==> config.mk <==
export PLATFORM = sky130hd
export DESIGN_NAME = qa_rd_top
export DESIGN_NICKNAME = d
export VERILOG_FILES = /design/src/design/qa_rd_types_pkg.sv /design/src/design/qa_rd_cfg_pkg.sv /design/src/design/qa_rd_req_if.sv /design/src/design/qa_rd_top.sv /design/src/design/qa_rd_arbiter.sv /design/src/design/qa_rd_issue_ctrl.sv /design/src/design/qa_rd_stream_gen.sv /design/src/design/qa_rd_csr.sv
export SDC_FILE = /design/constraint.sdc
export NUM_CORES = 1
export LEC_CHECK = 0
export ABC_AREA = 1
export BUFFER_PORTS_ARGS = -buffer_cell sky130_fd_sc_hd__buf_2
export CAP_MARGIN = 30
export CORE_UTILIZATION = 69
export CTS_BUF_LIST = sky130_fd_sc_hd__clkbuf_4 sky130_fd_sc_hd__clkbuf_8
export CTS_CLUSTER_SIZE = 20
export DETAILED_ROUTE_END_ITERATION = 10
export PLACE_DENSITY = 0.88
export REMOVE_ABC_BUFFERS = 1
export SLEW_MARGIN = 10
export SYNTH_ARGS = -nofsm -noshare
export SYNTH_HDL_FRONTEND = slang
export SYNTH_SLANG_ARGS = --single-unit
==> constraint.sdc <==
create_clock -name clk -period 7.28 [get_ports clk]
set_input_delay 1.456 -clock clk [delete_from_list [all_inputs] [get_ports clk]]
set_output_delay 1.456 -clock clk [all_outputs]
set_load 0.01 [all_outputs]
==> src/design/qa_rd_types_pkg.sv <==
// Typedefs for the widths of the read-request data path
// Imported by the register block, the streams, the arbiter and the top level
`default_nettype none

package qa_rd_types_pkg;

   // Host memory is addressed in whole cache lines, never in bytes
   localparam int LINE_ADDR_W  = 32;
   localparam int LINE_COUNT_W = 16;

   // A tag is the stream index on top of a per-run sequence number
   localparam int TAG_ID_W  = 2;
   localparam int TAG_SEQ_W = 6;
   localparam int RD_TAG_W  = TAG_ID_W + TAG_SEQ_W;

   // Register port widths
   localparam int CSR_ADDR_W = 4;
   localparam int CSR_DATA_W = 32;

   // One cache-line address as it goes out on the host channel
   typedef logic [LINE_ADDR_W-1:0] line_addr_t;

   // Lines left in a stream run
   typedef logic [LINE_COUNT_W-1:0] line_count_t;

   // Upper field of the tag, tells the responder which stream asked
   typedef logic [TAG_ID_W-1:0] tag_id_t;

   // Lower field of the tag; it wraps at 64 and is only unique among recent requests
   typedef logic [TAG_SEQ_W-1:0] tag_seq_t;

   // Full request tag
   typedef logic [RD_TAG_W-1:0] rd_tag_t;

   // Register address and write data
   typedef logic [CSR_ADDR_W-1:0] csr_addr_t;
   typedef logic [CSR_DATA_W-1:0] csr_data_t;

endpackage

`default_nettype wire
==> src/design/qa_rd_cfg_pkg.sv <==
// Register map, stream roles and stream count of the read-request path
// Software and the register block both follow this map
`default_nettype none

package qa_rd_cfg_pkg;

   // Fixed at three since the arbiter gives each role its own policy
   localparam int NUM_STREAMS = 3;

   // Stream roles, the value is also the index in the tag
   typedef enum logic [qa_rd_types_pkg::TAG_ID_W-1:0] {
      STREAM_FRAME_READER = 2'd0,
      STREAM_FRAME_WRITER = 2'd1,
      STREAM_STATUS       = 2'd2
   } stream_id_t;

   // Enable register, only bit 0 is stored
   localparam qa_rd_types_pkg::csr_addr_t CSR_ENABLE = 4'd0;
   localparam int CSR_ENABLE_BIT = 0;

   // Start register, one self-clearing strobe bit per stream
   localparam qa_rd_types_pkg::csr_addr_t CSR_START = 4'd1;

   // Per-stream setup, base and count interleaved in pairs
   localparam qa_rd_types_pkg::csr_addr_t CSR_BASE0  = 4'd4;
   localparam qa_rd_types_pkg::csr_addr_t CSR_COUNT0 = 4'd5;
   localparam int CSR_STRIDE = 2;

   // Address of the base register of stream idx
   function automatic qa_rd_types_pkg::csr_addr_t csr_base_addr(input int idx);
      return qa_rd_types_pkg::csr_addr_t'(int'(CSR_BASE0) + CSR_STRIDE * idx);
   endfunction

   // Address of the count register of stream idx
   function automatic qa_rd_types_pkg::csr_addr_t csr_count_addr(input int idx);
      return qa_rd_types_pkg::csr_addr_t'(int'(CSR_COUNT0) + CSR_STRIDE * idx);
   endfunction

endpackage

`default_nettype wire

==> src/design/qa_rd_req_if.sv <==
// Request and grant between one line-address stream and the read arbiter
// The stream holds its request steady until grant comes back in the same cycle
`default_nettype none

interface qa_rd_req_if;

   import qa_rd_types_pkg::*;

   // Stream has a line waiting to be read
   logic       request;
   // Line address and tag of that waiting request
   line_addr_t addr;
   rd_tag_t    tag;
   // Arbiter took the request this cycle
   logic       grant;

   // Stream side
   modport gen (
      output request, addr, tag,
      input  grant
   );

   // Arbiter side
   modport arb (
      input  request, addr, tag,
      output grant
   );

endinterface

`default_nettype wire

==> src/design/qa_rd_top.sv <==
// Top level of the read-request path
// Register block feeds three line-address streams and the read arbiter
// merges them onto the host read channel
`default_nettype none

module qa_rd_top #(
   parameter int HOLDOFF = 2
) (
   input  wire                                   clk,
   input  wire                                   reset_n,
   // Register write port
   input  wire                                   csr_write,
   input  wire qa_rd_types_pkg::csr_addr_t       csr_addr,
   input  wire qa_rd_types_pkg::csr_data_t       csr_data,
   // Host read-request channel
   output logic                                  rd_valid,
   output qa_rd_types_pkg::line_addr_t           rd_addr,
   output qa_rd_types_pkg::rd_tag_t              rd_tag,
   input  wire                                   rd_almostfull,
   // One bit per stream, high while a run is in progress
   output wire [qa_rd_cfg_pkg::NUM_STREAMS-1:0]  stream_busy
);

   import qa_rd_types_pkg::*;
   import qa_rd_cfg_pkg::*;

   logic                   enable;
   logic [NUM_STREAMS-1:0] start;
   line_addr_t             base  [NUM_STREAMS];
   line_count_t            count [NUM_STREAMS];

   // One request channel per stream
   qa_rd_req_if req_if [NUM_STREAMS] ();

   qa_rd_csr u_csr (
      .clk       (clk),
      .reset_n   (reset_n),
      .csr_write (csr_write),
      .csr_addr  (csr_addr),
      .csr_data  (csr_data),
      .enable    (enable),
      .start     (start),
      .base      (base),
      .count     (count)
   );

   // Stream index doubles as its role and its tag prefix
   for (genvar i = 0; i < NUM_STREAMS; i++) begin : g_stream
      qa_rd_stream_gen #(
         .STREAM_ID(stream_id_t'(i))
      ) u_stream (
         .clk     (clk),
         .reset_n (reset_n),
         .start   (start[i]),
         .base    (base[i]),
         .count   (count[i]),
         .req     (req_if[i]),
         .busy    (stream_busy[i])
      );
   end

   qa_rd_arbiter #(
      .HOLDOFF(HOLDOFF)
   ) u_arbiter (
      .clk           (clk),
      .reset_n       (reset_n),
      .enable        (enable),
      .req           (req_if),
      .rd_almostfull (rd_almostfull),
      .rd_valid      (rd_valid),
      .rd_addr       (rd_addr),
      .rd_tag        (rd_tag)
   );

endmodule

`default_nettype wire

==> src/design/qa_rd_arbiter.sv <==
// Read arbiter for the host read-request channel
// Alternates between the frame reader and frame writer, lets the status
// stream in only when both are quiet, and registers the winner onto the channel
`default_nettype none

module qa_rd_arbiter #(
   parameter int HOLDOFF = 2
) (
   input  wire                         clk,
   input  wire                         reset_n,
   input  wire                         enable,
   qa_rd_req_if.arb                    req [qa_rd_cfg_pkg::NUM_STREAMS],
   input  wire                         rd_almostfull,
   output logic                        rd_valid,
   output qa_rd_types_pkg::line_addr_t rd_addr,
   output qa_rd_types_pkg::rd_tag_t    rd_tag
);

   import qa_rd_types_pkg::*;
   import qa_rd_cfg_pkg::*;

   localparam int READER = int'(STREAM_FRAME_READER);
   localparam int WRITER = int'(STREAM_FRAME_WRITER);
   localparam int STATUS = int'(STREAM_STATUS);

   typedef enum logic {favor_reader, favor_writer} favor_t;

   favor_t favor;
   favor_t favor_next;

   // Issue needs both room on the host channel and the enable bit
   logic cci_can_issue;
   logic can_issue;

   // Stream requests flattened out of the interface array
   logic [NUM_STREAMS-1:0] request;
   logic [NUM_STREAMS-1:0] grant;
   line_addr_t             req_addr [NUM_STREAMS];
   rd_tag_t                req_tag  [NUM_STREAMS];

   // Winner of this cycle
   line_addr_t sel_addr;
   rd_tag_t    sel_tag;

   qa_rd_issue_ctrl #(
      .HOLDOFF(HOLDOFF)
   ) u_issue_ctrl (
      .clk        (clk),
      .reset_n    (reset_n),
      .almostfull (rd_almostfull),
      .can_issue  (cci_can_issue)
   );

   assign can_issue = cci_can_issue && enable;

   for (genvar i = 0; i < NUM_STREAMS; i++) begin : g_port
      assign request[i]  = req[i].request;
      assign req_addr[i] = req[i].addr;
      assign req_tag[i]  = req[i].tag;
      assign req[i].grant = grant[i];
   end

   // Fixed priority with the reader and writer swapping on favor
   always_comb begin
      grant = '0;
      // Default to the reader so its path needs no extra mux leg
      sel_addr = req_addr[READER];
      sel_tag  = req_tag[READER];
      if (request[READER] && (favor == favor_reader || !request[WRITER])) begin
         grant[READER] = can_issue;
      end else if (request[WRITER]) begin
         grant[WRITER] = can_issue;
         sel_addr      = req_addr[WRITER];
         sel_tag       = req_tag[WRITER];
      end else if (request[STATUS]) begin
         grant[STATUS] = can_issue;
         sel_addr      = req_addr[STATUS];
         sel_tag       = req_tag[STATUS];
      end
   end

   // Favor only moves on a grant, so a stall keeps the turn where it was
   always_comb begin
      favor_next = favor;
      if (grant[READER]) begin
         favor_next = favor_writer;
      end else if (grant != '0) begin
         favor_next = favor_reader;
      end
   end

   always_ff @(posedge clk) begin
      if (!reset_n) begin
         favor    <= favor_reader;
         rd_valid <= 1'b0;
      end else begin
         favor    <= favor_next;
         rd_valid <= (grant != '0);
      end
   end

   // Address and tag only mean something alongside rd_valid
   always_ff @(posedge clk) begin
      rd_addr <= sel_addr;
      rd_tag  <= sel_tag;
   end

   // At most one stream wins, and only a stream that is asking
   a_grant_onehot : assert property (
      @(posedge clk) disable iff (!reset_n)
      $onehot0(grant) && ((grant & ~request) == '0)
   ) else $error("bad read grant %b for requests %b", grant, request);

endmodule

`default_nettype wire

==> src/design/qa_rd_issue_ctrl.sv <==
// Issue throttle for the host read channel
// Holds can_issue low while almost full is reported and for HOLDOFF
// cycles after it falls, to cover requests still in flight
`default_nettype none

module qa_rd_issue_ctrl #(
   parameter int HOLDOFF = 2
) (
   input  wire  clk,
   input  wire  reset_n,
   input  wire  almostfull,
   output logic can_issue
);

   // Wide enough to hold HOLDOFF itself
   localparam int CNT_W = (HOLDOFF > 0) ? $clog2(HOLDOFF + 1) : 1;

   typedef enum logic {issue_open, issue_hold} issue_state_t;

   issue_state_t     state;
   logic [CNT_W-1:0] holdoff_cnt;

   // Reset lands in issue_hold with an empty counter, so issue opens
   // on the second cycle out of reset
   always_ff @(posedge clk) begin
      if (!reset_n) begin
         state       <= issue_hold;
         holdoff_cnt <= '0;
         can_issue   <= 1'b0;
      end else begin
         case (state)
            issue_open: begin
               if (almostfull) begin
                  state       <= issue_hold;
                  holdoff_cnt <= CNT_W'(HOLDOFF);
                  can_issue   <= 1'b0;
               end
            end
            issue_hold: begin
               // Every new almost-full sample restarts the window
               if (almostfull) begin
                  holdoff_cnt <= CNT_W'(HOLDOFF);
               end else if (holdoff_cnt > CNT_W'(1)) begin
                  holdoff_cnt <= holdoff_cnt - 1'b1;
               end else begin
                  state     <= issue_open;
                  can_issue <= 1'b1;
               end
            end
            default: state <= issue_hold;
         endcase
      end
   end

endmodule

`default_nettype wire

==> src/design/qa_rd_stream_gen.sv <==
// One line-address stream
// After a start it asks for count lines from base upward, one at a
// time, and tags each with its stream index and a sequence number
`default_nettype none

module qa_rd_stream_gen #(
   parameter qa_rd_cfg_pkg::stream_id_t STREAM_ID = qa_rd_cfg_pkg::STREAM_FRAME_READER
) (
   input  wire                               clk,
   input  wire                               reset_n,
   input  wire                               start,
   input  wire qa_rd_types_pkg::line_addr_t  base,
   input  wire qa_rd_types_pkg::line_count_t count,
   qa_rd_req_if.gen                          req,
   output logic                              busy
);

   import qa_rd_types_pkg::*;

   // Line currently on offer and what is left of the run
   line_addr_t  cur_addr;
   line_count_t remaining;
   tag_seq_t    seq;

   // A start only counts when the stream is idle
   logic load;
   assign load = start && !busy;

   // Busy is high from the cycle after the start strobe until the last
   // line is granted; a count of zero never raises it
   always_ff @(posedge clk) begin
      if (!reset_n) begin
         busy <= 1'b0;
      end else if (load) begin
         busy <= (count != '0);
      end else if (req.grant && remaining == line_count_t'(1)) begin
         busy <= 1'b0;
      end
   end

   // Address, count and sequence step together on each grant
   always_ff @(posedge clk) begin
      if (load) begin
         cur_addr  <= base;
         remaining <= count;
         seq       <= '0;
      end else if (req.grant) begin
         cur_addr  <= cur_addr + 1'b1;
         remaining <= remaining - 1'b1;
         seq       <= seq + 1'b1;
      end
   end

   // There is always a request while the run is in progress
   assign req.request = busy;
   assign req.addr    = cur_addr;
   assign req.tag     = {tag_id_t'(STREAM_ID), seq};

   // The arbiter may leave a request waiting for many cycles under
   // almost full, and it must see the same line when it finally grants
   a_hold_until_grant : assert property (
      @(posedge clk) disable iff (!reset_n)
      req.request && !req.grant |=>
         req.request && $stable(req.addr) && $stable(req.tag)
   ) else $error("stream %0d changed its request before grant", STREAM_ID);

endmodule

`default_nettype wire

==> src/design/qa_rd_csr.sv <==
// Write-only register block for the read-request path
// Holds the enable bit and each stream's base and count, and
// turns writes to the start register into one-cycle start strobes
`default_nettype none

module qa_rd_csr (
   input  wire                                 clk,
   input  wire                                 reset_n,
   input  wire                                 csr_write,
   input  wire qa_rd_types_pkg::csr_addr_t     csr_addr,
   input  wire qa_rd_types_pkg::csr_data_t     csr_data,
   output logic                                enable,
   output logic [qa_rd_cfg_pkg::NUM_STREAMS-1:0] start,
   output qa_rd_types_pkg::line_addr_t         base  [qa_rd_cfg_pkg::NUM_STREAMS],
   output qa_rd_types_pkg::line_count_t        count [qa_rd_cfg_pkg::NUM_STREAMS]
);

   import qa_rd_types_pkg::*;
   import qa_rd_cfg_pkg::*;

   // Enable and start strobes
   // A write at one edge shows up on start in the cycle right after it
   always_ff @(posedge clk) begin
      if (!reset_n) begin
         enable <= 1'b0;
         start  <= '0;
      end else begin
         // Start bits are not stored, so they fall again after one cycle
         start <= '0;
         if (csr_write) begin
            if (csr_addr == CSR_ENABLE) begin
               enable <= csr_data[CSR_ENABLE_BIT];
            end
            if (csr_addr == CSR_START) begin
               start <= csr_data[NUM_STREAMS-1:0];
            end
         end
      end
   end

   // Per-stream setup registers
   for (genvar i = 0; i < NUM_STREAMS; i++) begin : g_stream
      localparam csr_addr_t BASE_ADDR  = csr_base_addr(i);
      localparam csr_addr_t COUNT_ADDR = csr_count_addr(i);

      // The base only matters once a start has loaded it
      always_ff @(posedge clk) begin
         if (csr_write && csr_addr == BASE_ADDR) begin
            base[i] <= csr_data[LINE_ADDR_W-1:0];
         end
      end

      // Count comes up as zero so that a start on a stream that was
      // never set up gives no requests
      always_ff @(posedge clk) begin
         if (!reset_n) begin
            count[i] <= '0;
         end else if (csr_write && csr_addr == COUNT_ADDR) begin
            count[i] <= csr_data[LINE_COUNT_W-1:0];
         end
      end
   end

endmodule

`default_nettype wire

# [Word-level counts from Yosys, hierarchy flattened]
# Cells that the tools add are included.
# W data, S select, Z words.
[totals] input_bits=40 ff_bits=359 output_inout_bits=44
[op_classes] addsub=10 bitwise_logic=2 muxes=43 reduce_logical=35 magnitude_cmp=1 n_eq_ne=14
[ops] operator="$mux W32" count=9
[ops] operator="$add A32 B1 Y32 const B" count=3
[ops] operator="$mux W16" count=6
[ops] operator="$eq A16 B1 Y1 const B" count=3
[ops] operator="$reduce_bool A16 Y1" count=3
[ops] operator="$sub A16 B1 Y16 const B" count=3
[ops] operator="$add A6 B1 Y6 const B" count=3
[ops] operator="$mux W1" count=18
[ops] operator="$eq A4 B3 Y1 const B" count=4
[ops] operator="$logic_and A1 B1 Y1" count=14
[ops] operator="$reduce_bool A2 Y1" count=7
[ops] operator="$eq A4 B4 Y1 const B" count=2
[ops] operator="$mux W2" count=4
[ops] operator="$mux W8" count=1
[ops] operator="$mux W7" count=1
[ops] operator="$mux W6" count=1
[ops] operator="$ne A2 B2 Y1 const B" count=3
[ops] operator="$reduce_and A3 Y1" count=2
[ops] operator="$eq A4 B1 Y1 const B" count=1
[ops] operator="$logic_not A4 Y1" count=1
[ops] operator="$pmux W1 S2" count=2
[ops] operator="$pmux W2 S2" count=1
[ops] operator="$reduce_and A2 Y1" count=2
[ops] operator="$logic_not A1 Y1" count=3
[ops] operator="7 further kinds" count=8

# [Logic depth before layout (Yosys ltp)]
[depth] ltp_word=7 mapped_depth=10 ltp_nobuf=10

# [Cells and area by module]
# A second synthesis with hierarchy kept.
[hier_totals] hier_cells=2347 hier_area_um2=18492.7
[modules_own_cells] module="qa_rd_stream_gen (g_stream[1].u_stream ...)" cells_per_inst=532 instances=2 area_per_inst_um2=3718.6 seq_area_each_um2=1581.5
[modules_own_cells] module="qa_rd_csr" cells_per_inst=398 instances=1 area_per_inst_um2=4983.5 seq_area_each_um2=3923.8
[modules_own_cells] module="qa_rd_stream_gen (g_stream[0].u_stream)" cells_per_inst=531 instances=1 area_per_inst_um2=3714.8 seq_area_each_um2=1581.5
[modules_own_cells] module="qa_rd_arbiter" cells_per_inst=325 instances=1 area_per_inst_um2=2162.1 seq_area_each_um2=840.8
[modules_own_cells] module="qa_rd_issue_ctrl" cells_per_inst=29 instances=1 area_per_inst_um2=195.2 seq_area_each_um2=80.1

# [Worst setup path before layout]
# OpenSTA, ideal clock, no wires.
[synth_path] path_kind="input-to-reg" startpoint="input csr_addr[3]" endpoint="register u_csr.base[32] (netlist bit), enable pin" setup_slack_ps=3774 path_buffers=0 stages=5 arrival_ps=3084 path_cell_list="inv_1 > nand3_1 > inv_2 > nand2_1 > nor2_1"
[synth_via] elab_chain_cells=2
[synth_rtl] item="start, declared" line="qa_rd_top.sv:13" source="input wire qa_rd_types_pkg::csr_addr_t csr_addr,"
[synth_rtl] item="$eq A4 B3 Y1" line="qa_rd_csr.sv:48" source="if (csr_write && csr_addr == BASE_ADDR) begin"
[synth_rtl] item="$logic_and A1 B1 Y1" line="qa_rd_csr.sv:48"
[synth_rtl] item="end signal, assigned by index" line="qa_rd_csr.sv:49" source="base[i] <= csr_data[LINE_ADDR_W-1:0];"
[synth_rtl] item="end, declared" line="qa_rd_csr.sv:14" source="output qa_rd_types_pkg::line_addr_t base [qa_rd_cfg_pkg::NUM_STREAMS],"
# No other way between the ends.
# A chain may end at the register's enable or synchronous reset.

# [Worst setup path in the final report]
[layout_path] startpoint="register g_stream[1].u_stream.busy" endpoint="output stream_busy[1] (netlist bit)"
[layout_lines] item="start, declared" line="qa_rd_stream_gen.sv:15" source="output logic busy"
[layout_lines] item="start signal, assigned" line="qa_rd_stream_gen.sv:35" source="busy <= (count != '0);"
[layout_lines] item="end, declared" line="qa_rd_top.sv:21" source="output wire [qa_rd_cfg_pkg::NUM_STREAMS-1:0] stream_busy"
# No word-level cell between the ends.

==> results.md <==
* Pin count of the biggest net entering global routing at 58
* Seq/Total Area, Yosys at a little over half
* Worst-margin pin slew at between 0.9 and 1 ns
* Post-route ant nets at 0
* First-pass GRT wire length at around 82000 um
* Hold Crit Start: u_csr.count[11]$_SDFFE_PN0P_
* Worst setup path class: reg -> out
* Synthesized area at 0.01768 mm2
* Routed length per placed instance at a little over 20 um
* Iter 0 DRT Violations at 2074
* FILL cells at ~1700
* # Max-Cap Violations at 0
* Leak at between 8 and 9 nW
* Crit end category: output port
* Postcts setup bufs at 0
* Gp weighted congestion at between 0.9 and 1
* Synthesized area per cell at 8.223 um2
* Rel. slew slack at between 30% and 40%
* Area growth, synth to finish at 11.34%
* Layout cell share with drive strength beyond 1 at around an eighth
* Slowest stage delay, CP at around 0.8 ns
* Crit path DAT at between 1.5 and 2 ns
* Worst hold slack at 0.4786 ns
* TNS Setup at 0 ns
* Vias in the first global route at between 10000 and 15000
* Reg-to-Reg Start: g_stream[1].u_stream.busy$_SDFFE_PN0P_
* Critical path buffer and inverter count at 1
* Status: complete, no violations
* Row cnt at 58
* Placed Area at 0.01826 mm2
* Startpoint Class: register
* Cells along the critical path: buf_2
* CTS tree: done
* WP depth at 1
* GRT Util Overall at 41.64%
* DR vias/cell at a little under 6
* Starting Density at between 70% and 80%
* Final core utilization at about four fifths
* Critical Path RT at around 5.8 ns
* Ys Warns at 0
* Die Area at 0.02627 mm2
* Initial antenna violation count at 1
* Cells after Synth at between 2000 and 2500
* CTS resizes at 0
* # H-tree levels at 2
* Hold crit path type: reg -> reg
* Worst-skew pair later-pin latency at ~0.63 ns
* Final worst path period share at between 40% and 50%
* Slowest cell on the critical path: dfxtp_2
* Setup Skew at between 0.04 and 0.05 ns
* Drt drc at 0
* Top-Level Pins at 84
* CTS root buf: clkbuf_8
* Hold path depth at 2
* Synth unique cells at 38
* Die width at between 150 and 200 um
* Final setup fails at 0
* RSZ-0062 raised after global routing: no
* PD cells at 221.1 mW/mm2
* Clock sink total at roughly 360
* Final Hold Vio Count at 0
* Pins Over Slew Limit at 0
* TritonRoute pass-1 iters at 6
* R2R depth at 7
* Multi-input logic area at ~0.0070 mm2
* Yosys reg bits at 359
* CTS max path bufs at 3
* Port Buffers at between 80 and 90
* Total Nets Final at ~2300
* Overall routed net length at approximately 54000 um
* Pwr Total at around 4.4 mW
* Fin area at between 0.015 and 0.02 mm2
* Max VDD drop at roughly 260 uV
* DP HPWL at ~38000 um
* Hold buffer count at CTS at 0
* Cts bufs inserted at 56
* CTS clock-pin slew for the worst setup and hold paths at 0.07 ns
* Vias at about 16000
* Maximum operating frequency at about 310 MHz
* Crit-path leading delay family: flip-flops
* Crit Path Max Fanout at between 40 and 50
* Storage element area at around 0.0096 mm2
* Die Height at 162.1 um
* Minimum clock period at around 3.2 ns
* Worst setup path start: g_stream[1].u_stream.busy$_SDFFE_PN0P_
* Core Area at ~0.025 mm2
* Total congestion overflow at 0
==> placed cells by master, fill, tap and decap left out, drive strengths merged, types with 6 or more instances in the layout <==
| cell | netlist | layout |
|---|---|---|
| xnor2 | 18 | 18 |
| edfxtp | 240 | 240 |
| nand2 | 744 | 744 |
| ha | 13 | 13 |
| xor2 | 35 | 35 |
| dfxtp | 119 | 119 |
| o21ai | 157 | 157 |
| clkinv | 0 | 11 |
| nand3 | 89 | 89 |
| a21oi | 65 | 65 |
| a32oi | 35 | 35 |
| clkbuf | 20 | 87 |
| buf | 49 | 96 |
| bufinv | 0 | 6 |
| a31oi | 17 | 17 |
| nor3 | 10 | 10 |
| nand4 | 13 | 13 |
| inv | 196 | 197 |
| nor2 | 318 | 318 |
==> path summary, 6_finish.rpt <==
| kind | endpoint | slack [ns] |
|---|---|---|
| max | stream_busy[1] | 4.10 |
| max reg2reg | g_stream[1].u_stream.req.addr[8]$_DFFE_PP_ | 4.13 |
| min | u_csr.count[11]$_SDFFE_PN0P_ | 0.48 |
| min reg2reg | u_csr.count[11]$_SDFFE_PN0P_ | 0.48 |
==> cells in the mapped netlist <==
library cell,n,share of area [%]
and3_1,2,0.071
buf_6,1,0.064
o21ai_0,153,4.3
buf_2,34,0.96
o21ai_2,1,0.050
nand3_2,1,0.057
ha_1,13,0.92
a22oi_1,3,0.13
nor3b_1,1,0.042
a21oi_1,65,1.8
buf_1,3,0.064
nor2_2,18,0.64
a31oi_1,17,0.60
or2_2,1,0.035
nor2_4,10,0.64
nand3b_1,3,0.13
edfxtp_1,240,41
dfxtp_1,119,13
nand2_4,1,0.064
inv_1,187,4.0
inv_2,9,0.19
o211ai_1,1,0.042
nor3_4,1,0.092
nor2_1,289,6.1
a32oi_1,35,1.7
nand4_1,13,0.46
o21ai_1,3,0.085
nand3_1,88,2.5
nand2_1,729,15
xnor2_1,18,0.89
o21bai_1,1,0.042
nor2_8,1,0.11
nor3_2,1,0.057
xor2_1,35,1.7
buf_4,11,0.47
clkbuf_1,20,0.42
nand2_2,14,0.50
nor3_1,8,0.23
==> per-stage QoR <==
stage | instances | worst slack [ns]
after floorplan | 2081 | 3.687
after global placement | 2501 | 3.939
after detailed placement | 2502 | 4.076
after CTS | 2608 | 4.118
after global routing | 2613 | 3.915
final | 2615 | 4.102
==> cells by family (layout without fill, tap and decap cells) <==
logic type	count (synthesis)	count (layout)	synth area share (%)
compound gates	279	279	8.853
fa+ha+maj	13	13	0.9201
xor+xnor	53	53	2.626
other cells	0	2	0
buf+inv	265	398	6.143
flops	359	359	54.24
simple gates	1181	1181	27.22
==> registers in the layout, indices dropped and copies added (netlist names), 8 cells and up <==
name	cells
g_stream.u_stream.req.addr	96
g_stream.u_stream.seq	18
u_arbiter.rd_addr	32
u_csr.count	48
u_csr.base	96
g_stream.u_stream.remaining	48
u_arbiter.rd_tag	8
==> where the power goes <==
group | total, mW | internal [mW] | leakage, nW | switching [mW]
registers | 2.23 | 2.20 | 3.14 | 0.0239
clock network | 1.97 | 1.14 | 0.700 | 0.826
logic | 0.158 | 0.0432 | 4.16 | 0.115
==> cell type report <==
| cell class | count | share of cell area, % |
|---|---|---|
| Antenna cell | 2 | 0.02542 |
| Clock buffer | 87 | 5.352 |
| Clock inverter | 19 | 1.379 |
| Inverter | 196 | 3.737 |
| Multi-Input combinational cell | 1526 | 35.75 |
| Sequential cell | 359 | 48.72 |
| Tap cell | 330 | 2.098 |
| Timing Repair Buffer | 96 | 2.943 |
==> routing by layer <==
metal | global-route usage [%] | routed length (um)
met1 | 52.87 | 19610
met2 | 67.99 | 25370
met3 | 8.938 | 6298
met4 | 20.20 | 2562
met5 | 0 | 13
Note: power is estimated with default switching activity, not from simulation.
